### config.mk
export PLATFORM = sky130hd
export DESIGN_NAME = ifetch_port_flat
export DESIGN_NICKNAME = d
export VERILOG_FILES = /design/src/mem_pkg.sv /design/src/axi_lite_if.sv /design/src/ifetch_port.sv /design/src/flat_wrapper.sv
export SDC_FILE = /design/constraint.sdc
export NUM_CORES = 1
export LEC_CHECK = 0
export ABC_AREA = 1
export BUFFER_PORTS_ARGS = -buffer_cell sky130_fd_sc_hd__buf_4
export CAP_MARGIN = 25
export CORE_AREA = 2 2 110 112
export CTS_CLUSTER_DIAMETER = 30
export DETAILED_ROUTE_END_ITERATION = 8
export DIE_AREA = 0 0 112 114
export PLACE_DENSITY = 0.8
export SLEW_MARGIN = 30
export SYNTH_ARGS = -nofsm -noshare
export SYNTH_HDL_FRONTEND = slang
export SYNTH_SLANG_ARGS = --single-unit
### constraint.sdc
create_clock -name clk -period 2.15 [get_ports clk]
set_clock_uncertainty 0.1 [all_clocks]
set_input_delay 0.3225 -clock clk [delete_from_list [all_inputs] [get_ports clk]]
set_output_delay 0.3225 -clock clk [all_outputs]
set_load 0.03 [all_outputs]
### src/mem_pkg.sv
package mem_pkg;

	// bus and address widths
	typedef logic [31:0] addr_t;
	typedef logic [63:0] data_t;
	typedef logic [7:0] strb_t;
	typedef logic [31:0] inst_t;

	// byte lanes per bus word
	localparam int LANES = 8;

	// axi response codes, only two are used here
	typedef logic [1:0] resp_t;
	localparam resp_t RESP_OKAY = 2'b00;
	localparam resp_t RESP_SLVERR = 2'b10;

	// access size, log2 of the byte count
	typedef logic [1:0] size_t;
	localparam size_t SIZE_B = 2'd0;
	localparam size_t SIZE_H = 2'd1;
	localparam size_t SIZE_W = 2'd2;
	localparam size_t SIZE_D = 2'd3;

	// sram geometry
	localparam int unsigned MEM_WORDS = 256;
	localparam int unsigned MEM_BYTES = MEM_WORDS * LANES;

	// word index, taken from address bits 10:3
	typedef logic [$clog2(MEM_WORDS)-1:0] word_idx_t;

endpackage
### src/axi_lite_if.sv
`timescale 1ns/10ps

interface axi_lite_if;

	// read address channel
	logic arvalid;
	mem_pkg::addr_t araddr;
	logic arready;

	// read data channel
	logic rvalid;
	mem_pkg::data_t rdata;
	mem_pkg::resp_t rresp;
	logic rready;

	// write address channel
	logic awvalid;
	mem_pkg::addr_t awaddr;
	logic awready;

	// write data channel
	logic wvalid;
	mem_pkg::data_t wdata;
	mem_pkg::strb_t wstrb;
	logic wready;

	// write response channel
	logic bvalid;
	mem_pkg::resp_t bresp;
	logic bready;

	// requester side
	modport master (
		output arvalid, araddr, rready,
		output awvalid, awaddr, wvalid, wdata, wstrb, bready,
		input arready, rvalid, rdata, rresp,
		input awready, wready, bvalid, bresp
	);

	// responder side
	modport slave (
		input arvalid, araddr, rready,
		input awvalid, awaddr, wvalid, wdata, wstrb, bready,
		output arready, rvalid, rdata, rresp,
		output awready, wready, bvalid, bresp
	);

endinterface

### src/ifetch_port.sv
`timescale 1ns/10ps

module ifetch_port (
	input logic clk,
	input logic rst,
	input logic fetch_req,
	input mem_pkg::addr_t fetch_pc,
	output logic fetch_done,
	output mem_pkg::inst_t fetch_inst,
	output logic fetch_err,
	axi_lite_if.master bus
);

	typedef enum logic [1:0] {
		F_IDLE,
		F_ADDR,
		F_RESP
	} fetch_state_e;

	fetch_state_e state;
	mem_pkg::addr_t pc_q;
	logic r_fire;

	assign r_fire = bus.rvalid && bus.rready;

	// read only, write channels stay quiet
	assign bus.awvalid = 1'b0;
	assign bus.awaddr = '0;
	assign bus.wvalid = 1'b0;
	assign bus.wdata = '0;
	assign bus.wstrb = '0;
	assign bus.bready = 1'b0;

	// doubleword aligned read of the pc
	assign bus.arvalid = (state == F_ADDR);
	assign bus.araddr = {pc_q[31:3], 3'b000};
	// always ready for read data
	assign bus.rready = 1'b1;

	always_ff @(posedge clk) begin
		if (rst) begin
			state <= F_IDLE;
			fetch_done <= 1'b0;
		end else begin
			fetch_done <= 1'b0;
			case (state)
				// a request while busy is dropped
				F_IDLE: begin
					if (fetch_req) begin
						state <= F_ADDR;
					end
				end
				F_ADDR: begin
					if (bus.arready) begin
						state <= F_RESP;
					end
				end
				F_RESP: begin
					if (r_fire) begin
						state <= F_IDLE;
						fetch_done <= 1'b1;
					end
				end
				default: state <= F_IDLE;
			endcase
		end
	end

	// pc latch and instruction half select
	always_ff @(posedge clk) begin
		if (state == F_IDLE && fetch_req) begin
			pc_q <= fetch_pc;
		end
		if (state == F_RESP && r_fire) begin
			fetch_inst <= pc_q[2] ? bus.rdata[63:32] : bus.rdata[31:0];
			fetch_err <= (bus.rresp == mem_pkg::RESP_SLVERR);
		end
	end

endmodule

### src/flat_wrapper.sv
// flat-port wrapper written by rule: the top's interface ports become plain ports
module ifetch_port_flat 
  (clk, rst, fetch_req, fetch_pc, fetch_done, fetch_inst, fetch_err, bus_arvalid, bus_araddr, bus_rready, bus_awvalid, bus_awaddr, bus_wvalid, bus_wdata, bus_wstrb, bus_bready, bus_arready, bus_rvalid, bus_rdata, bus_rresp, bus_awready, bus_wready, bus_bvalid, bus_bresp);
  axi_lite_if bus_i ();
  input logic clk;
  input logic rst;
  input logic fetch_req;
  input mem_pkg::addr_t fetch_pc;
  output logic fetch_done;
  output mem_pkg::inst_t fetch_inst;
  output logic fetch_err;
  output wire logic [$bits(bus_i.arvalid)-1:0] bus_arvalid;
  output wire logic [$bits(bus_i.araddr)-1:0] bus_araddr;
  output wire logic [$bits(bus_i.rready)-1:0] bus_rready;
  output wire logic [$bits(bus_i.awvalid)-1:0] bus_awvalid;
  output wire logic [$bits(bus_i.awaddr)-1:0] bus_awaddr;
  output wire logic [$bits(bus_i.wvalid)-1:0] bus_wvalid;
  output wire logic [$bits(bus_i.wdata)-1:0] bus_wdata;
  output wire logic [$bits(bus_i.wstrb)-1:0] bus_wstrb;
  output wire logic [$bits(bus_i.bready)-1:0] bus_bready;
  input wire logic [$bits(bus_i.arready)-1:0] bus_arready;
  input wire logic [$bits(bus_i.rvalid)-1:0] bus_rvalid;
  input wire logic [$bits(bus_i.rdata)-1:0] bus_rdata;
  input wire logic [$bits(bus_i.rresp)-1:0] bus_rresp;
  input wire logic [$bits(bus_i.awready)-1:0] bus_awready;
  input wire logic [$bits(bus_i.wready)-1:0] bus_wready;
  input wire logic [$bits(bus_i.bvalid)-1:0] bus_bvalid;
  input wire logic [$bits(bus_i.bresp)-1:0] bus_bresp;
  assign bus_arvalid = bus_i.arvalid;
  assign bus_araddr = bus_i.araddr;
  assign bus_rready = bus_i.rready;
  assign bus_awvalid = bus_i.awvalid;
  assign bus_awaddr = bus_i.awaddr;
  assign bus_wvalid = bus_i.wvalid;
  assign bus_wdata = bus_i.wdata;
  assign bus_wstrb = bus_i.wstrb;
  assign bus_bready = bus_i.bready;
  assign bus_i.arready = bus_arready;
  assign bus_i.rvalid = bus_rvalid;
  assign bus_i.rdata = bus_rdata;
  assign bus_i.rresp = bus_rresp;
  assign bus_i.awready = bus_awready;
  assign bus_i.wready = bus_wready;
  assign bus_i.bvalid = bus_bvalid;
  assign bus_i.bresp = bus_bresp;
  ifetch_port u_core (.clk(clk), .rst(rst), .fetch_req(fetch_req), .fetch_pc(fetch_pc), .fetch_done(fetch_done), .fetch_inst(fetch_inst), .fetch_err(fetch_err), .bus(bus_i));
endmodule
======== After elaboration in Yosys (flattened, before gate mapping) ========
Index checks and enable logic that the tools add are counted.
storage, ports and cells
  register bits ........................... 68
  output and inout port bits .............. 175
  input bits .............................. 108
  word-level logic and storage cells ...... 23
cells by class
  reduce and logical (&&, ||, !) cells .... 5
  equal/unequal tests ..................... 6
  muxes and demuxes ....................... 6
  bitwise gates (word level) .............. 1
operators by type and width
  kind                                            count
  two-way mux 32 bit                              1
  two-way mux 2 bit                               3
  case mux 2 bit (3 select lines)                 1
  == test 2 bit (second input constant)           2
  != test 2 bit (second input constant)           2
  AND reduction 3 bit                             1
  == test 2 x 1 -> 1 bit (second input constant)  1
  logical AND 1 bit                               2
  logical NOT 2 bit                               1
  != test 2 x 1 -> 1 bit (second input constant)  1
  OR reduction 2 bit                              1
  two-way mux 1 bit                               1
  inverter 1 bit                                  1

======== Logic depth before layout (Yosys ltp) ========
  depth after elaboration ................. 3
  gate-level depth with buffers ........... 5
  gate-level depth less buffers ........... 5

======== Worst setup path after synthesis ========
OpenSTA, ideal clock, no wires.
  path kind ............................... register to register
  from .................................... register u_core.state[0]
  to ...................................... register u_core.fetch_err, enable pin
  slack ................................... -0.196 ns
  clock period less this slack ............ 2.346 ns
  data required time ...................... 1.627 ns
  path buffers ............................ 0
  stages on the path, launching flop included .. 4
  setup time .............................. 0.423 ns
  data arrival time ....................... 1.822 ns
  path through ............................ dfxtp_1 inv_1 nand2_1 nor2_1
on the way
  longest elaborated chain between the ends .. 2
ends and longest elaborated chain
  item                      RTL line           RTL
  start: declaration        ifetch_port.sv:20  fetch_state_e state;
  start signal: assignment  ifetch_port.sv:42  state <= F_IDLE;
  start signal: assignment  ifetch_port.sv:50  state <= F_ADDR;
  start signal: assignment  ifetch_port.sv:55  state <= F_RESP;
  == test 2 bit             ifetch_port.sv:74  if (state == F_RESP && r_fire) begin
  logical AND 1 bit         ifetch_port.sv:74
  end signal: assignment    ifetch_port.sv:76  fetch_err <= (bus.rresp == mem_pkg::RESP_SLVERR);
  end: declaration          ifetch_port.sv:10  output logic fetch_err,
Every way passes these cells.
A chain may end at the register's enable or synchronous reset.

======== Worst setup path after layout ========
  from .................................... register u_core.state[0]
  to ...................................... output port bus_arvalid
on the way
  longest elaborated chain between the ends .. 1
ends and longest elaborated chain
  item                    RTL line            RTL
  == test 2 x 1 -> 1 bit  ifetch_port.sv:35   assign bus.arvalid = (state == F_ADDR);
  end: declaration        flat_wrapper.sv:12  output wire logic [$bits(bus_i.arvalid)-1:0] bus_arvalid;
Every way passes these cells.

==> results.py <==
metrics = {
    "routing": {
        "avgRoutedWirePerCell_um": 11.9,
        "routed_wl_um": 6670,
        "drtAntennaViolNets": 0,
        "viasPerCell": 3.50,
        "drt_iter0_drc": 45,
        "drc": 0,
        "first_pass_iters": 4,
        "via_count": 1955,
    },
    "global_route": {
        "antenna_found_initial": 0,
        "grt_overflow": 0,
        "grtUsageMet1": 0.105,
        "met2_usage": 0.153,
        "grt_pass1_vias": 1829,
        "grt_max_degree": 34,
        "use_met3": 0.0414,
        "grt_busiest_layer": "met2",
        "grt_pass1_wl_um": 9200,
        "track_usage": 0.0951,
    },
    "worst_hold_path": {
        "hp-class": "input port to flop",
    },
    "clock_tree": {
        "cts_num_sinks": 66,
        "cts_made_buffers": 9,
        "ctsLongestPathBuffers": 2,
        "tritoncts": "built",
        "clock_latency_ns": 0.32,
        "post-cts-setup-buffers": 0,
        "postCtsResizedCells": 0,
        "htree_levels": 3,
        "clk_pin_slew_ns": 0.05,
        "ctsHoldBuffers": 0,
        "ctsRootBufferMaster": "clkbuf_16",
    },
    "cells_and_area": {
        "final_area_um2": 4640,
        "layout_commonest_cell": "buf_4",
        "seq_area_um2": 1950,
        "mostFrequentLayoutCells": "buf_4, conb_1, edfxtp_1",
        "drive_gt1_frac": 0.526,
        "diodes": 0,
        "multi_input_area_um2": 946,
        "num-fill-cells": 1147,
        "fin_util": 0.396,
        "area_growth_pct": 27.8,
        "nets": 514,
    },
    "synth": {
        "synth.cell_area_um2": 3630,
        "yosys_warnings": 0,
        "ys_seq_area_frac": 0.538,
        "synth_seq_cells": 66,
        "syn_area_per_cell_um2": 13.8,
        "synth_cell_types": 14,
        "synthesis.instances": 263,
    },
    "critical_path": {
        "setup.worst_path.class": "flop to output port",
        "path_max_fanout": 3,
        "critPathArrivalTime_ns": 1.07,
        "required_ns": 1.73,
        "startpoint_type": "flop",
        "worstSetupEndpointType": "output port",
    },
    "placement": {
        "port-buffer-count": 164,
        "place_area_um2": 4370,
        "dp_hpwl_um": 5380,
        "globalplace.congestion": 0.700,
    },
    "power_and_ir_drop": {
        "power.internal_mw": 2.50,
        "ir_drop_uv": 298,
        "clockPowerShare": 0.376,
        "seqPwrFrac": 0.425,
        "leakage_nw": 2.22,
        "power_switching_mw": 1.00,
        "power.density_nw_per_um2": 755,
        "switching_share": 0.286,
        "combinationalPowerShare": 0.199,
    },
    "die": {
        "core_area_um2": 11700,
        "fp.dieW_um": 112,
        "row_count": 40,
        "start_util": 0.310,
        "num_io_pins": 283,
        "fp.dieH_um": 114,
        "die-area_um2": 12800,
    },
    "sta": {
        "rsz0062_at_grt": "false",
        "drv_slew": 0,
        "tns_ns": 0,
        "fmax_mhz": 671,
        "period_share": 0.693,
        "min_period_ns": 1.49,
        "hold_viol": 0,
        "setup_violations": 0,
    },
    "run": {
        "maxCapViolations": 0,
    },
    "outcome": {
        "status": "completed",
    },
}
==> sequential cells by signal, summed over array words and instances (netlist names) <==
name / cells
u_core.pc_q: 30
u_core.fetch_inst: 32
u_core.fetch_err: 1
u_core.state: 2
u_core.fetch_done: 1
==> logic make-up after synthesis <==
logic type / after synthesis / synth area share
buffers and inverters: 150 / 0.315
flip-flops: 66 / 0.538
multiplexers: 32 / 0.130
AND/OR/NAND/NOR: 11 / 0.0117
AO/OA/AOI/OAI: 2 / 0.00310
other: 2 / 0.00207
==> final cells by class <==
class,instances,area share
Clock buffer,9,0.0485
Clock inverter,7,0.00971
Inverter,6,0.00485
Multi-Input combinational cell,156,0.204
Sequential cell,66,0.421
Tap cell,147,0.0396
Timing Repair Buffer,167,0.273
==> worst paths after layout <==
| kind | startpoint | to | slack, ns | cells after the start |
|---|---|---|---|---|
| max | u_core.state[0]$_SDFFE_PP0P_ | bus_arvalid | 0.66 | 3 |
| min | rst | u_core.state[0]$_SDFFE_PP0P_ | 0.07 | 2 |
| max reg2reg | u_core.state[1]$_SDFFE_PP0P_ | u_core.pc_q[5]$_DFFE_PP_ | 0.70 | 4 |
| min reg2reg | u_core.state[1]$_SDFFE_PP0P_ | u_core.fetch_done$_SDFF_PP0_ | 0.45 | 2 |
==> metrics by stage <==
stage | hold WS (ns) | power [mW] | setup WS (ns) | std cells
floorplan | 0.292 | 2.20 | 0.347 | 372
global placement | 0.399 | 2.20 | 0.743 | 542
detailed placement | 0.402 | 2.22 | 0.684 | 542
CTS | 0.0568 | 3.55 | 0.656 | 558
global route | 0.0601 | 3.64 | 0.578 | 558
finish | 0.0702 | 3.50 | 0.660 | 558
==> metal layers <==
metal  vias to the layer above  wire, um
li1                        918         -
met5                         -         0
met2                       151      3370
met1                       873      2310
met4                         0       176
met3                        13       805
==> synth_stat cells <==
library cell / instances / area, um2
buf_4: 140 / 1050
edfxtp_1: 63 / 1890
mux2_4: 30 / 450
inv_1: 6 / 22.5
nor2_1: 6 / 22.5
nand2_1: 4 / 15.0
buf_12: 3 / 60.1
dfxtp_1: 3 / 60.1
conb_1: 2 / 7.51
mux2_2: 2 / 22.5
a21oi_1: 1 / 5.00
a31oi_1: 1 / 6.26
buf_6: 1 / 11.3
nor3_1: 1 / 5.00
==> worst max-delay path: stages, from the launching register on <==
cell     delay, ns
dfxtp_1       0.32
inv_1         0.05
nor2_1        0.17
buf_4         0.20
==> power groups by stage <==
stage                     Combinational (mW)  Sequential (mW)  Clock [mW]
after global placement                 0.691             1.51           0
after CTS                              0.702             1.49        1.36
after global routing                   0.738             1.49        1.41
final                                  0.699             1.49        1.32
after detailed placement               0.702             1.51           0
after floorplan                        0.674             1.52           0
No activity file was read; power rests on OpenSTA's default activity.
