===== src/mem_pkg.sv =====
package mem_pkg;

	// bus and address widths
	typedef logic [31:0] addr_t;
	typedef logic [63:0] data_t;
	typedef logic [7:0] strb_t;
	typedef logic [31:0] inst_t;

	// byte lanes per bus word
	localparam int LANES = 8;

	// axi response codes, only two are used here
	typedef logic [1:0] resp_t;
	localparam resp_t RESP_OKAY = 2'b00;
	localparam resp_t RESP_SLVERR = 2'b10;

	// access size, log2 of the byte count
	typedef logic [1:0] size_t;
	localparam size_t SIZE_B = 2'd0;
	localparam size_t SIZE_H = 2'd1;
	localparam size_t SIZE_W = 2'd2;
	localparam size_t SIZE_D = 2'd3;

	// sram geometry
	localparam int unsigned MEM_WORDS = 256;
	localparam int unsigned MEM_BYTES = MEM_WORDS * LANES;

	// word index, taken from address bits 10:3
	typedef logic [$clog2(MEM_WORDS)-1:0] word_idx_t;

endpackage

===== src/axi_lite_if.sv =====
`timescale 1ns/10ps

interface axi_lite_if;

	// read address channel
	logic arvalid;
	mem_pkg::addr_t araddr;
	logic arready;

	// read data channel
	logic rvalid;
	mem_pkg::data_t rdata;
	mem_pkg::resp_t rresp;
	logic rready;

	// write address channel
	logic awvalid;
	mem_pkg::addr_t awaddr;
	logic awready;

	// write data channel
	logic wvalid;
	mem_pkg::data_t wdata;
	mem_pkg::strb_t wstrb;
	logic wready;

	// write response channel
	logic bvalid;
	mem_pkg::resp_t bresp;
	logic bready;

	// requester side
	modport master (
		output arvalid, araddr, rready,
		output awvalid, awaddr, wvalid, wdata, wstrb, bready,
		input arready, rvalid, rdata, rresp,
		input awready, wready, bvalid, bresp
	);

	// responder side
	modport slave (
		input arvalid, araddr, rready,
		input awvalid, awaddr, wvalid, wdata, wstrb, bready,
		output arready, rvalid, rdata, rresp,
		output awready, wready, bvalid, bresp
	);

endinterface


===== src/axi_arbiter.sv =====
`timescale 1ns/10ps

module axi_arbiter (
	input logic clk,
	input logic rst,
	axi_lite_if.slave m0,
	axi_lite_if.slave m1,
	axi_lite_if.master s
);

	logic pend0;
	logic pend1;
	logic locked;
	logic owner;
	logic sel;
	logic cur;
	logic active;
	logic g0;
	logic g1;
	logic rsp_done;

	// a master wants the bus when it raises either address valid
	assign pend0 = m0.arvalid || m0.awvalid;
	assign pend1 = m1.arvalid || m1.awvalid;

	// round robin, owner still names the master served last
	always_comb begin
		if (pend0 && pend1) begin
			sel = ~owner;
		end else begin
			sel = pend1;
		end
	end

	// locked keeps the owner, idle picks in the same cycle
	assign cur = locked ? owner : sel;
	assign active = locked || pend0 || pend1;
	assign g0 = active && !cur;
	assign g1 = active && cur;

	// transaction ends on the r or b handshake
	assign rsp_done = (s.rvalid && s.rready) || (s.bvalid && s.bready);

	always_ff @(posedge clk) begin
		if (rst) begin
			locked <= 1'b0;
			// m0 wins the first tie
			owner <= 1'b1;
		end else if (locked) begin
			if (rsp_done) begin
				locked <= 1'b0;
			end
		end else if (pend0 || pend1) begin
			locked <= 1'b1;
			owner <= sel;
		end
	end

	// request channels toward the slave
	assign s.arvalid = (g0 && m0.arvalid) || (g1 && m1.arvalid);
	assign s.araddr = cur ? m1.araddr : m0.araddr;
	assign s.awvalid = (g0 && m0.awvalid) || (g1 && m1.awvalid);
	assign s.awaddr = cur ? m1.awaddr : m0.awaddr;
	assign s.wvalid = (g0 && m0.wvalid) || (g1 && m1.wvalid);
	assign s.wdata = cur ? m1.wdata : m0.wdata;
	assign s.wstrb = cur ? m1.wstrb : m0.wstrb;
	assign s.rready = (g0 && m0.rready) || (g1 && m1.rready);
	assign s.bready = (g0 && m0.bready) || (g1 && m1.bready);

	// readies and response valids only reach the granted side
	assign m0.arready = g0 && s.arready;
	assign m0.awready = g0 && s.awready;
	assign m0.wready = g0 && s.wready;
	assign m0.rvalid = g0 && s.rvalid;
	assign m0.bvalid = g0 && s.bvalid;

	assign m1.arready = g1 && s.arready;
	assign m1.awready = g1 && s.awready;
	assign m1.wready = g1 && s.wready;
	assign m1.rvalid = g1 && s.rvalid;
	assign m1.bvalid = g1 && s.bvalid;

	// response payload is shared, qualified by the valids above
	assign m0.rdata = s.rdata;
	assign m0.rresp = s.rresp;
	assign m0.bresp = s.bresp;
	assign m1.rdata = s.rdata;
	assign m1.rresp = s.rresp;
	assign m1.bresp = s.bresp;

endmodule


===== src/flat_wrapper.sv =====
// flat-port wrapper written by rule: the top's interface ports become plain ports
module axi_arbiter_flat 
  (clk, rst, m0_arvalid, m0_araddr, m0_rready, m0_awvalid, m0_awaddr, m0_wvalid, m0_wdata, m0_wstrb, m0_bready, m0_arready, m0_rvalid, m0_rdata, m0_rresp, m0_awready, m0_wready, m0_bvalid, m0_bresp, m1_arvalid, m1_araddr, m1_rready, m1_awvalid, m1_awaddr, m1_wvalid, m1_wdata, m1_wstrb, m1_bready, m1_arready, m1_rvalid, m1_rdata, m1_rresp, m1_awready, m1_wready, m1_bvalid, m1_bresp, s_arvalid, s_araddr, s_rready, s_awvalid, s_awaddr, s_wvalid, s_wdata, s_wstrb, s_bready, s_arready, s_rvalid, s_rdata, s_rresp, s_awready, s_wready, s_bvalid, s_bresp);
  axi_lite_if m0_i ();
  axi_lite_if m1_i ();
  axi_lite_if s_i ();
  input logic clk;
  input logic rst;
  input wire logic [$bits(m0_i.arvalid)-1:0] m0_arvalid;
  input wire logic [$bits(m0_i.araddr)-1:0] m0_araddr;
  input wire logic [$bits(m0_i.rready)-1:0] m0_rready;
  input wire logic [$bits(m0_i.awvalid)-1:0] m0_awvalid;
  input wire logic [$bits(m0_i.awaddr)-1:0] m0_awaddr;
  input wire logic [$bits(m0_i.wvalid)-1:0] m0_wvalid;
  input wire logic [$bits(m0_i.wdata)-1:0] m0_wdata;
  input wire logic [$bits(m0_i.wstrb)-1:0] m0_wstrb;
  input wire logic [$bits(m0_i.bready)-1:0] m0_bready;
  output wire logic [$bits(m0_i.arready)-1:0] m0_arready;
  output wire logic [$bits(m0_i.rvalid)-1:0] m0_rvalid;
  output wire logic [$bits(m0_i.rdata)-1:0] m0_rdata;
  output wire logic [$bits(m0_i.rresp)-1:0] m0_rresp;
  output wire logic [$bits(m0_i.awready)-1:0] m0_awready;
  output wire logic [$bits(m0_i.wready)-1:0] m0_wready;
  output wire logic [$bits(m0_i.bvalid)-1:0] m0_bvalid;
  output wire logic [$bits(m0_i.bresp)-1:0] m0_bresp;
  input wire logic [$bits(m1_i.arvalid)-1:0] m1_arvalid;
  input wire logic [$bits(m1_i.araddr)-1:0] m1_araddr;
  input wire logic [$bits(m1_i.rready)-1:0] m1_rready;
  input wire logic [$bits(m1_i.awvalid)-1:0] m1_awvalid;
  input wire logic [$bits(m1_i.awaddr)-1:0] m1_awaddr;
  input wire logic [$bits(m1_i.wvalid)-1:0] m1_wvalid;
  input wire logic [$bits(m1_i.wdata)-1:0] m1_wdata;
  input wire logic [$bits(m1_i.wstrb)-1:0] m1_wstrb;
  input wire logic [$bits(m1_i.bready)-1:0] m1_bready;
  output wire logic [$bits(m1_i.arready)-1:0] m1_arready;
  output wire logic [$bits(m1_i.rvalid)-1:0] m1_rvalid;
  output wire logic [$bits(m1_i.rdata)-1:0] m1_rdata;
  output wire logic [$bits(m1_i.rresp)-1:0] m1_rresp;
  output wire logic [$bits(m1_i.awready)-1:0] m1_awready;
  output wire logic [$bits(m1_i.wready)-1:0] m1_wready;
  output wire logic [$bits(m1_i.bvalid)-1:0] m1_bvalid;
  output wire logic [$bits(m1_i.bresp)-1:0] m1_bresp;
  output wire logic [$bits(s_i.arvalid)-1:0] s_arvalid;
  output wire logic [$bits(s_i.araddr)-1:0] s_araddr;
  output wire logic [$bits(s_i.rready)-1:0] s_rready;
  output wire logic [$bits(s_i.awvalid)-1:0] s_awvalid;
  output wire logic [$bits(s_i.awaddr)-1:0] s_awaddr;
  output wire logic [$bits(s_i.wvalid)-1:0] s_wvalid;
  output wire logic [$bits(s_i.wdata)-1:0] s_wdata;
  output wire logic [$bits(s_i.wstrb)-1:0] s_wstrb;
  output wire logic [$bits(s_i.bready)-1:0] s_bready;
  input wire logic [$bits(s_i.arready)-1:0] s_arready;
  input wire logic [$bits(s_i.rvalid)-1:0] s_rvalid;
  input wire logic [$bits(s_i.rdata)-1:0] s_rdata;
  input wire logic [$bits(s_i.rresp)-1:0] s_rresp;
  input wire logic [$bits(s_i.awready)-1:0] s_awready;
  input wire logic [$bits(s_i.wready)-1:0] s_wready;
  input wire logic [$bits(s_i.bvalid)-1:0] s_bvalid;
  input wire logic [$bits(s_i.bresp)-1:0] s_bresp;
  assign m0_i.arvalid = m0_arvalid;
  assign m0_i.araddr = m0_araddr;
  assign m0_i.rready = m0_rready;
  assign m0_i.awvalid = m0_awvalid;
  assign m0_i.awaddr = m0_awaddr;
  assign m0_i.wvalid = m0_wvalid;
  assign m0_i.wdata = m0_wdata;
  assign m0_i.wstrb = m0_wstrb;
  assign m0_i.bready = m0_bready;
  assign m0_arready = m0_i.arready;
  assign m0_rvalid = m0_i.rvalid;
  assign m0_rdata = m0_i.rdata;
  assign m0_rresp = m0_i.rresp;
  assign m0_awready = m0_i.awready;
  assign m0_wready = m0_i.wready;
  assign m0_bvalid = m0_i.bvalid;
  assign m0_bresp = m0_i.bresp;
  assign m1_i.arvalid = m1_arvalid;
  assign m1_i.araddr = m1_araddr;
  assign m1_i.rready = m1_rready;
  assign m1_i.awvalid = m1_awvalid;
  assign m1_i.awaddr = m1_awaddr;
  assign m1_i.wvalid = m1_wvalid;
  assign m1_i.wdata = m1_wdata;
  assign m1_i.wstrb = m1_wstrb;
  assign m1_i.bready = m1_bready;
  assign m1_arready = m1_i.arready;
  assign m1_rvalid = m1_i.rvalid;
  assign m1_rdata = m1_i.rdata;
  assign m1_rresp = m1_i.rresp;
  assign m1_awready = m1_i.awready;
  assign m1_wready = m1_i.wready;
  assign m1_bvalid = m1_i.bvalid;
  assign m1_bresp = m1_i.bresp;
  assign s_arvalid = s_i.arvalid;
  assign s_araddr = s_i.araddr;
  assign s_rready = s_i.rready;
  assign s_awvalid = s_i.awvalid;
  assign s_awaddr = s_i.awaddr;
  assign s_wvalid = s_i.wvalid;
  assign s_wdata = s_i.wdata;
  assign s_wstrb = s_i.wstrb;
  assign s_bready = s_i.bready;
  assign s_i.arready = s_arready;
  assign s_i.rvalid = s_rvalid;
  assign s_i.rdata = s_rdata;
  assign s_i.rresp = s_rresp;
  assign s_i.awready = s_awready;
  assign s_i.wready = s_wready;
  assign s_i.bvalid = s_bvalid;
  assign s_i.bresp = s_bresp;
  axi_arbiter u_core (.clk(clk), .rst(rst), .m0(m0_i), .m1(m1_i), .s(s_i));
endmodule

===== config.mk =====
export PLATFORM = sky130hd
export DESIGN_NAME = axi_arbiter_flat
export DESIGN_NICKNAME = d
export VERILOG_FILES = /design/src/mem_pkg.sv /design/src/axi_lite_if.sv /design/src/axi_arbiter.sv /design/src/flat_wrapper.sv
export SDC_FILE = /design/constraint.sdc
export NUM_CORES = 1
export LEC_CHECK = 0
export BUFFER_PORTS_ARGS = -buffer_cell sky130_fd_sc_hd__buf_2
export CORE_AREA = 2 2 248 250
export CTS_CLUSTER_SIZE = 28
export DETAILED_ROUTE_END_ITERATION = 12
export DIE_AREA = 0 0 250 252
export GPL_ROUTABILITY_DRIVEN = 0
export PLACE_DENSITY_LB_ADDON = 0.2
export SLEW_MARGIN = 10
export SYNTH_ARGS = -nofsm -noshare
export SYNTH_HDL_FRONTEND = slang
export SYNTH_SLANG_ARGS = --single-unit

===== constraint.sdc =====
create_clock -name clk -period 2.7 [get_ports clk]
set_input_delay 0.54 -clock clk [delete_from_list [all_inputs] [get_ports clk]]
set_output_delay 0.54 -clock clk [all_outputs]
set_load 0.005 [all_outputs]

== Yosys cells after proc, flatten, opt, wreduce, memory -nomap -nowiden ==
Index checks and enable logic that the tools add are counted.
Widths: inputs -> output; s select.

* Mux-type cells: 9
* Bitwise gates (word level): 2
* Reduce and logical (&&, ||, !) cells: 38

{| class="wikitable"
|+ Operator list
! kind !! count
|-
| $mux 32 || 2
|-
| $mux 64 || 1
|-
| $logic_and 1x1->1 || 25
|-
| $logic_or 1x1->1 || 11
|-
| $mux 8 || 1
|-
| $mux 1 || 5
|-
| $not 1->1 || 2
|-
| $reduce_and 2->1 || 1
|-
| $logic_not 1->1 || 1
|}

* Bits in registers: 2
* Input bits: 357
* Output and inout port bits: 287
* Logic and storage cells: 51

== Logic depth before layout (Yosys ltp) ==
Gate-level depths: netlist of run 1.

* Word-level depth: 12
* Mapped depth: 6
* Depth with buffers taken out: 3

== Worst setup path before layout of run 1 ==
OpenSTA, ideal clock, no wires.

* Kind: input-to-output
* Start point: in m1_arvalid
* End point: out s_araddr[26]
* Arrival: 1,792 ps
* Slack: 368 ps
* Cell stages on the path: 6
* Cell sequence: clkbuf_1 nor3_1 a211oi_4 buf_6 buf_4 mux2_1

* Word-level cells in the longest chain between the ends: 5

{| class="wikitable"
|+ RTL lines
! element !! RTL line !! RTL
|-
| start: declaration || flat_wrapper.sv:26 || <nowiki>input wire logic [$bits(m1_i.arvalid)-1:0] m1_arvalid;</nowiki>
|-
| $logic_or 1x1->1 (*) || axi_arbiter.sv:24 || <nowiki>assign pend1 = m1.arvalid || m1.awvalid;</nowiki>
|-
| $logic_and 1x1->1 || axi_arbiter.sv:28 || <nowiki>if (pend0 && pend1) begin</nowiki>
|-
| $mux 1 (*) || axi_arbiter.sv:28 ||
|-
| $mux 1 (*) || axi_arbiter.sv:36 || <nowiki>assign cur = locked ? owner : sel;</nowiki>
|-
| $mux 32 (*) || axi_arbiter.sv:61 || <nowiki>assign s.araddr = cur ? m1.araddr : m0.araddr;</nowiki>
|-
| end: declaration || flat_wrapper.sv:44 || <nowiki>output wire logic [$bits(s_i.araddr)-1:0] s_araddr;</nowiki>
|}

Mark *: on every way between the ends. The rest lies on a longest branch, timed or not.

== Final worst setup path of run 1 ==
* Start point: in m0_arvalid
* End point: out s_araddr[14]

* Word-level cells in the longest chain between the ends: 5

{| class="wikitable"
|+ RTL lines
! element !! RTL line !! RTL
|-
| start: declaration || flat_wrapper.sv:9 || <nowiki>input wire logic [$bits(m0_i.arvalid)-1:0] m0_arvalid;</nowiki>
|-
| $logic_or 1x1->1 || axi_arbiter.sv:23 || <nowiki>assign pend0 = m0.arvalid || m0.awvalid;</nowiki>
|-
| $logic_and 1x1->1 || axi_arbiter.sv:28 ||
|-
| $mux 1 || axi_arbiter.sv:28 ||
|-
| $mux 1 || axi_arbiter.sv:36 ||
|-
| $mux 32 || axi_arbiter.sv:61 ||
|}

Every way passes these cells.

==> results.md, run 1 <==
| Quantity | Reported |
| --- | --- |
| Count of boundary I/O pins | 644 |
| Number of port buffers | 439 |
| Xor and xnor fraction of the mapped netlist area | 0% |
| Data required time at the worst endpoint | 2160 ps |
| Total standard cell area after synthesis | 0.00315 sq mm |
| Period Utilization, post-route | 99.9% |
| Chip width | 250 um |
| Pins over their slew limit | 0 |
| Min-delay worst type | input port to register |
| Post-cts hold buffer count | 0 |
| Initial Utilization | 5.24% |
| Portion of netlist area occupied by mux cells | 49.3% |
| Antenna Nets Post-Route | 0 |
| Die area | 0.0630 sq mm |
| Final TNS setup | 0 ps |
| Adder-cell share of the synthesized area | 0% |
| PwrDens | 329 mW/mm^2 |
| Wire length of the first global-routing pass | 29.3 mm |
| Worst relative slew slack | 75.5% |
| Count of maximum capacitance violations | 0 |
| Element type at the critical path end | output port |
| Post-placement cell area | 0.00540 sq mm |
| Setup slack of the worst register-to-register path | 1350 ps |
| Critical path arrival | 2160 ps |
| Initial antenna violation count | 5 |
| Die Ht | 252 um |
| Net count of the mapped netlist | 709 |
| Final clock skew | 0.147 ps |
| Compound-gate portion of the synthesized area | 7.26% |
| Relative area change from synthesis to final layout | 100% |
| Commonest register cell after synthesis | dfxtp_1 |
| DRC marker count from the first detailed-route iteration | 82 |
| Row cnt | 90 |
| Post-synthesis async set-or-reset flop share | 0% |
| Via count of the first global-routing pass | 4076 |
| Number of detailed-routing iterations run before antenna repair | 4 |
| Fmax achieved | 371 MHz |
| Number of design rule violations left after detail routing | 0 |
| Post-Syn Instances | 352 |
| Critical Path End | s_araddr[14] |
| Number of vias per cell after detailed routing | 2.72 |
| Skew-Pair Late Insertion Delay | 220 ps |
| Distinct cell type count of the synthesized netlist | 30 |
| LEAKAGE | 0.00315 uW |
| Number of buffers added by the clock tree synthesis step | 3 |
| H-tree depth | 1 |
| Clock tree from TritonCTS | done |
| Routed wirelength normalized by instance count | 16.3 um |
| Buffer levels on the longest clock path | 2 |
| Post-CTS clock slew at the launch and capture registers of the worst setup and hold paths | 30 ps |
| Global-route usage over all layers | 6.59% |
| Nets | 1031 |
| Launch point of the worst reg-to-reg path | u_core.locked |
| Critical path launch point | m0_arvalid |
| Number of sinks handled by clock tree synthesis | 2 |
| Reg2reg path depth | 4 |
| Root cell of the clock tree | clkbuf_16 |
| Flops & latches, synth | 2 |
| Residual overflow from global routing | 0 |
| Share of layout cells above drive strength 1 | 87.9% |
| Category of the most critical setup path | input port to output port |
| Crit start category | input port |
| Commonest non-fill, non-tap cell in the layout | buf_2 |
| EDFF count, synth | 0 |
| Largest net degree at the start of global routing | 34 |
| Outcome | finished clean |
| Total routed wirelength | 23.7 mm |
| HPWL Detailed | 20.4 mm |
| Post-synthesis share of cell area spent on and, or, nand and nor gates | 4.37% |
| Setup Viol. Count Final | 0 |
| Syn. warnings | 0 |
| Worst IR Drop VDD | 0.161 mV |
| Worst r2r dst | u_core.locked |
| Count of vias placed by the detailed router | 3965 |
| Maximum fanout encountered on the critical timing path | 8 |
| Proportion of synthesized chip area in sequential cells | 1.27% |
| Mapped Avg Cell Area | 8.95 sq um |
| Endpoints failing hold | 0 |
| Non-Filler Cell Area, Final | 0.00632 sq mm |
| Commonest cells after routing, fill and taps aside | 384 x buf_2, 76 x mux2_4, 59 x buf_6, 31 x mux2_2, 29 x mux2_1 |
| Worst-margin pin slew | 368 ps |
| Unrepaired setup endpoints after global routing | true |
| Area of the core region | 0.0601 sq mm |
| Combinational family with the most area after synthesis | multiplexers |
| Min cycle time layout | 2700 ps |
[cells in the mapped netlist (all sizes together) (2+ instances only)]
| library cell | instances | area share [%] |
|---|---|---|
| buf | 154 | 37 |
| nand2b | 2 | 0.40 |
| a21oi | 8 | 1.3 |
| inv | 3 | 0.36 |
| or2 | 2 | 0.40 |
| nor3b | 5 | 1.2 |
| a221oi | 2 | 0.56 |
| o21ba | 2 | 0.64 |
| a22oi | 4 | 0.95 |
| nor2 | 5 | 0.60 |
| dfxtp | 2 | 1.3 |
| and2 | 6 | 1.2 |
| a32oi | 7 | 1.9 |
| mux2 | 136 | 49 |
| clkbuf | 3 | 0.36 |
| nand2 | 2 | 0.24 |
[worst max-delay path, stage by stage]
cell      delay, ps
buf_8           100
o21ba_4         220
a211oi_4        310
buf_12          200
buf_16          160
buf_12          150
mux2_4          330
buf_6           120
[metrics by stage]
step | worst slack [ps] | hold slack [ps] | util [%] | instances | total power [uW]
2_1_floorplan | 368 | 609 | - | 352 | 821
3_3_place_gp | -279 | 744 | 8.97 | 1444 | 1440
3_5_place_dp | -285 | 739 | 8.97 | 1444 | 1430
4_1_cts | -41.2 | 501 | 9.40 | 1454 | 1790
5_1_grt | -78.4 | 507 | 10.5 | 1455 | 2220
6_report | 2.45 | 501 | 10.5 | 1456 | 2080
[how the worst min path moves through the flow]
stage                          endpoint  cells after the start  startpoint  slack, ps
final                     u_core.locked                      2         rst        500
after global routing      u_core.locked                      2         rst        510
after CTS                 u_core.locked                      2         rst        500
after global placement    u_core.locked                      2         rst        740
after detailed placement  u_core.locked                      2         rst        740
after floorplan           u_core.locked                      1         rst        610
[flip-flops by register name (all words and copies together) (netlist names)]
name and flops:
u_core.owner 1, u_core.locked 1
[power breakdown]
part           switching (uW)  internal (uW)  total, uW  leakage (uW)
clock                    34.2            188        223     0.0000370
combinational             726           1090       1820       0.00310
sequential               3.37           33.6       37.0     0.0000169
total                     764           1320       2080       0.00315
[repair_timing]
action	CTS	global route
resized for setup	43	143
buffers inserted	6	1
cloned	1	1
setup endpoints to repair	51	94
pin swaps	1	2
[logic make-up (layout without fill, tap and decap cells)]
| logic type | Yosys count | count (layout) |
|---|---|---|
| buffers and inverters | 160 | 480 |
| multiplexers | 137 | 137 |
| AO/OA/AOI/OAI | 29 | 29 |
| AND/OR/NAND/NOR | 24 | 24 |
| flip-flops | 2 | 2 |
| other | 0 | 2 |
[per-layer routing]
metal	global-route usage, %	up-vias	part of all wire, %
li1	-	1744	-
met1	6.33	1718	35
met2	12.4	475	50
met3	3.41	24	13
met4	1.54	4	2.1
met5	0	-	0.097
[final cells by class]
cell class | count | area, sq um
Inverter | 3 | 11.3
Timing Repair Buffer | 474 | 2990
Clock buffer | 3 | 75.1
Sequential cell | 2 | 41.3
Multi-Input combinational cell | 190 | 2210
Tap cell | 782 | 978
Antenna cell | 2 | 5.00
Fill cell | 6983 | 53800
Power figures use the tool's default switching activity.
==> run 2, diff against run 1 <==
--- a/config.mk
+++ b/config.mk
@@ -11,7 +11,7 @@
 export DETAILED_ROUTE_END_ITERATION = 12
 export DIE_AREA = 0 0 250 252
 export GPL_ROUTABILITY_DRIVEN = 0
-export PLACE_DENSITY_LB_ADDON = 0.2
+export PLACE_DENSITY_LB_ADDON = 0.15
 export SLEW_MARGIN = 10
 export SYNTH_ARGS = -nofsm -noshare
 export SYNTH_HDL_FRONTEND = slang
==> results.md, run 2 (synthesis gave the netlist of run 1 again) <==
| Quantity | Reported | Delta |
| --- | --- | --- |
| Outcome | finished clean |  |
| Skew-Pair Late Insertion Delay | 220 ps | about the same |
| Largest registers | u_core.locked: 1 flops, u_core.owner: 1 flops |  |
| Worst IR Drop VDD | 0.121 mV | -25% |
| Data required time at the worst endpoint | 2160 ps | about the same |
| Fmax achieved | 373 MHz | +0.64% |
| Element type at the critical path end | output port |  |
| HPWL Detailed | 17.2 mm | -16% |
| Category of the most critical setup path | input port to output port |  |
| Unrepaired setup endpoints after global routing | true |  |
| Endpoints failing hold | 0 | unchanged |
| Critical path arrival | 2140 ps | -20 ps |
| Number of detailed-routing iterations run before antenna repair | 4 | unchanged |
| Worst Hold Margin | 519 ps | +17.9 ps |
| Maximum fanout encountered on the critical timing path | 7 | -1 |
| Min cycle time layout | 2680 ps | -17.3 ps |
| Pins over their slew limit | 0 | unchanged |
| Clock tree from TritonCTS | done |  |
| Commonest non-fill, non-tap cell in the layout | buf_2 |  |
| DRC marker count from the first detailed-route iteration | 80 | -2.4% |
| Worst r2r dst | u_core.locked |  |
| Total routed wirelength | 19.3 mm | -19% |
| Root cell of the clock tree | clkbuf_16 |  |
| Setup slack of the worst register-to-register path | 1200 ps | -150 ps |
| Count of boundary I/O pins | 644 | unchanged |
| Final clock skew | 2.76 ps | +2.61 ps |
| Wire length of the first global-routing pass | 25.4 mm | -13% |
| Number of port buffers | 439 | unchanged |
| Number of vias per cell after detailed routing | 2.69 | -1.2% |
| Residual overflow from global routing | 0 | unchanged |
| Via count of the first global-routing pass | 4237 | +3.9% |
| Share of layout cells above drive strength 1 | 81.0% | -6.9 points |
| Period Utilization, post-route | 99.3% | -0.64 points |
| Final cell count without fillers | 1461 | +0.34% |
| Worst relative slew slack | 60.3% | -15 points |
| H-tree depth | 1 | unchanged |
| Post-CTS clock slew at the launch and capture registers of the worst setup and hold paths | 30 ps | about the same |
| Row cnt | 90 | unchanged |
| Post-placement cell area | 0.00545 sq mm | +1.0% |
| Nets | 1033 | +0.19% |
| Non-Filler Cell Area, Final | 0.00574 sq mm | -9.2% |
| Chip width | 250 um | unchanged |
| Final-layout fill cell count | 7057 | +1.1% |
| Die area | 0.0630 sq mm | unchanged |
| Routed wirelength normalized by instance count | 13.2 um | -19% |
| Crit start category | input port |  |
| Largest net degree at the start of global routing | 20 | -41% |
| Critical path launch point | m0_awvalid |  |
| Placed cell count | 1448 | +0.28% |
| Launch point of the worst reg-to-reg path | u_core.locked |  |
| Antenna Nets Post-Route | 0 | unchanged |
| Count of maximum capacitance violations | 0 | unchanged |
| Total power of the final layout | 1720 uW | -17% |
| Initial Utilization | 5.24% | unchanged |
| Setup Viol. Count Final | 0 | unchanged |
| PwrDens | 300 mW/mm^2 | -8.8% |
| Number of design rule violations left after detail routing | 0 | unchanged |
| Commonest cells after routing, fill and taps aside | 436 x buf_2, 76 x mux2_1, 54 x mux2_2, 22 x buf_4, 8 x a21oi_1 |  |
| Number of buffers added by the clock tree synthesis step | 3 | unchanged |
| Critical Path End | s_araddr[5] |  |
| Count of vias placed by the detailed router | 3930 | -0.88% |
| Buffer levels on the longest clock path | 2 | unchanged |
| Min-delay worst type | input port to register |  |
| Worst-margin pin slew | 595 ps | +227 ps |
| Initial antenna violation count | 14 | +9 |
| Reg2reg path depth | 4 | unchanged |
| Area of the core region | 0.0601 sq mm | unchanged |
| Relative area change from synthesis to final layout | 82.1% |  |
| Global-route usage over all layers | 5.52% | -1.1 points |
| Number of sinks handled by clock tree synthesis | 2 | unchanged |
| Utilization after layout | 9.54% | -0.96 points |
| Die Ht | 252 um | unchanged |
| LEAKAGE | 0.00276 uW | -12% |
run 2: report_power, final:
part / total [uW] / switching, uW / internal, uW
combinational: 1470 / 609 / 857
clock: 220 / 31.6 / 188
sequential: 37.2 / 3.59 / 33.6
run 2: worst max-delay path: stages:
cell,delay (ps)
buf_2,110
o21ba_4,220
a211oi_4,230
buf_12,160
bufbuf_16,270
buf_6,120
mux2_2,350
buf_2,130
run 2: per-layer routing:
layer / up-vias / share of wire [%] / GRT usage [%]
met4: 20 / 3.0 / 2.02
met3: 41 / 14 / 2.88
li1: 1754 / - / -
met2: 437 / 51 / 10.9
met1: 1678 / 32 / 4.61
met5: - / 0.88 / 0.541
run 2: final cells by class:
class | instances | area, sq um | area share, %
diodes | 5 | 12.5 | 0.218
well taps | 782 | 978 | 17.0
multi-input cells | 190 | 1950 | 34.0
flip-flops and latches | 2 | 41.3 | 0.719
clock buffers | 3 | 75.1 | 1.31
repair buffers | 476 | 2670 | 46.5
inverters | 3 | 11.3 | 0.196
run 2: worst min path at each step:
stage / from / depth (start not counted) / endpoint
5_1_grt: rst / 2 / u_core.locked
6_report: rst / 2 / u_core.locked
2_1_floorplan: rst / 1 / u_core.locked
3_5_place_dp: u_core.owner / 3 / u_core.locked
3_3_place_gp: u_core.owner / 3 / u_core.locked
4_1_cts: rst / 2 / u_core.locked
run 2: what timing repair did:
action / 4_1_cts / 5_1_grt
cloned: 1 / 2
pin swaps: 1 / 1
endpoints found under the setup margin: 47 / 122
resized for setup: 24 / 3
hold buffers: 0 / 0
setup buffers: 2 / 0
run 2: stage by stage:
step	setup TNS, ps	setup slack, ps
floorplan	0	368
global placement	-201	-82.3
detailed placement	-354	-100
CTS	-329	-49.0
global route	-1550	-48.8
finish	0	19.7
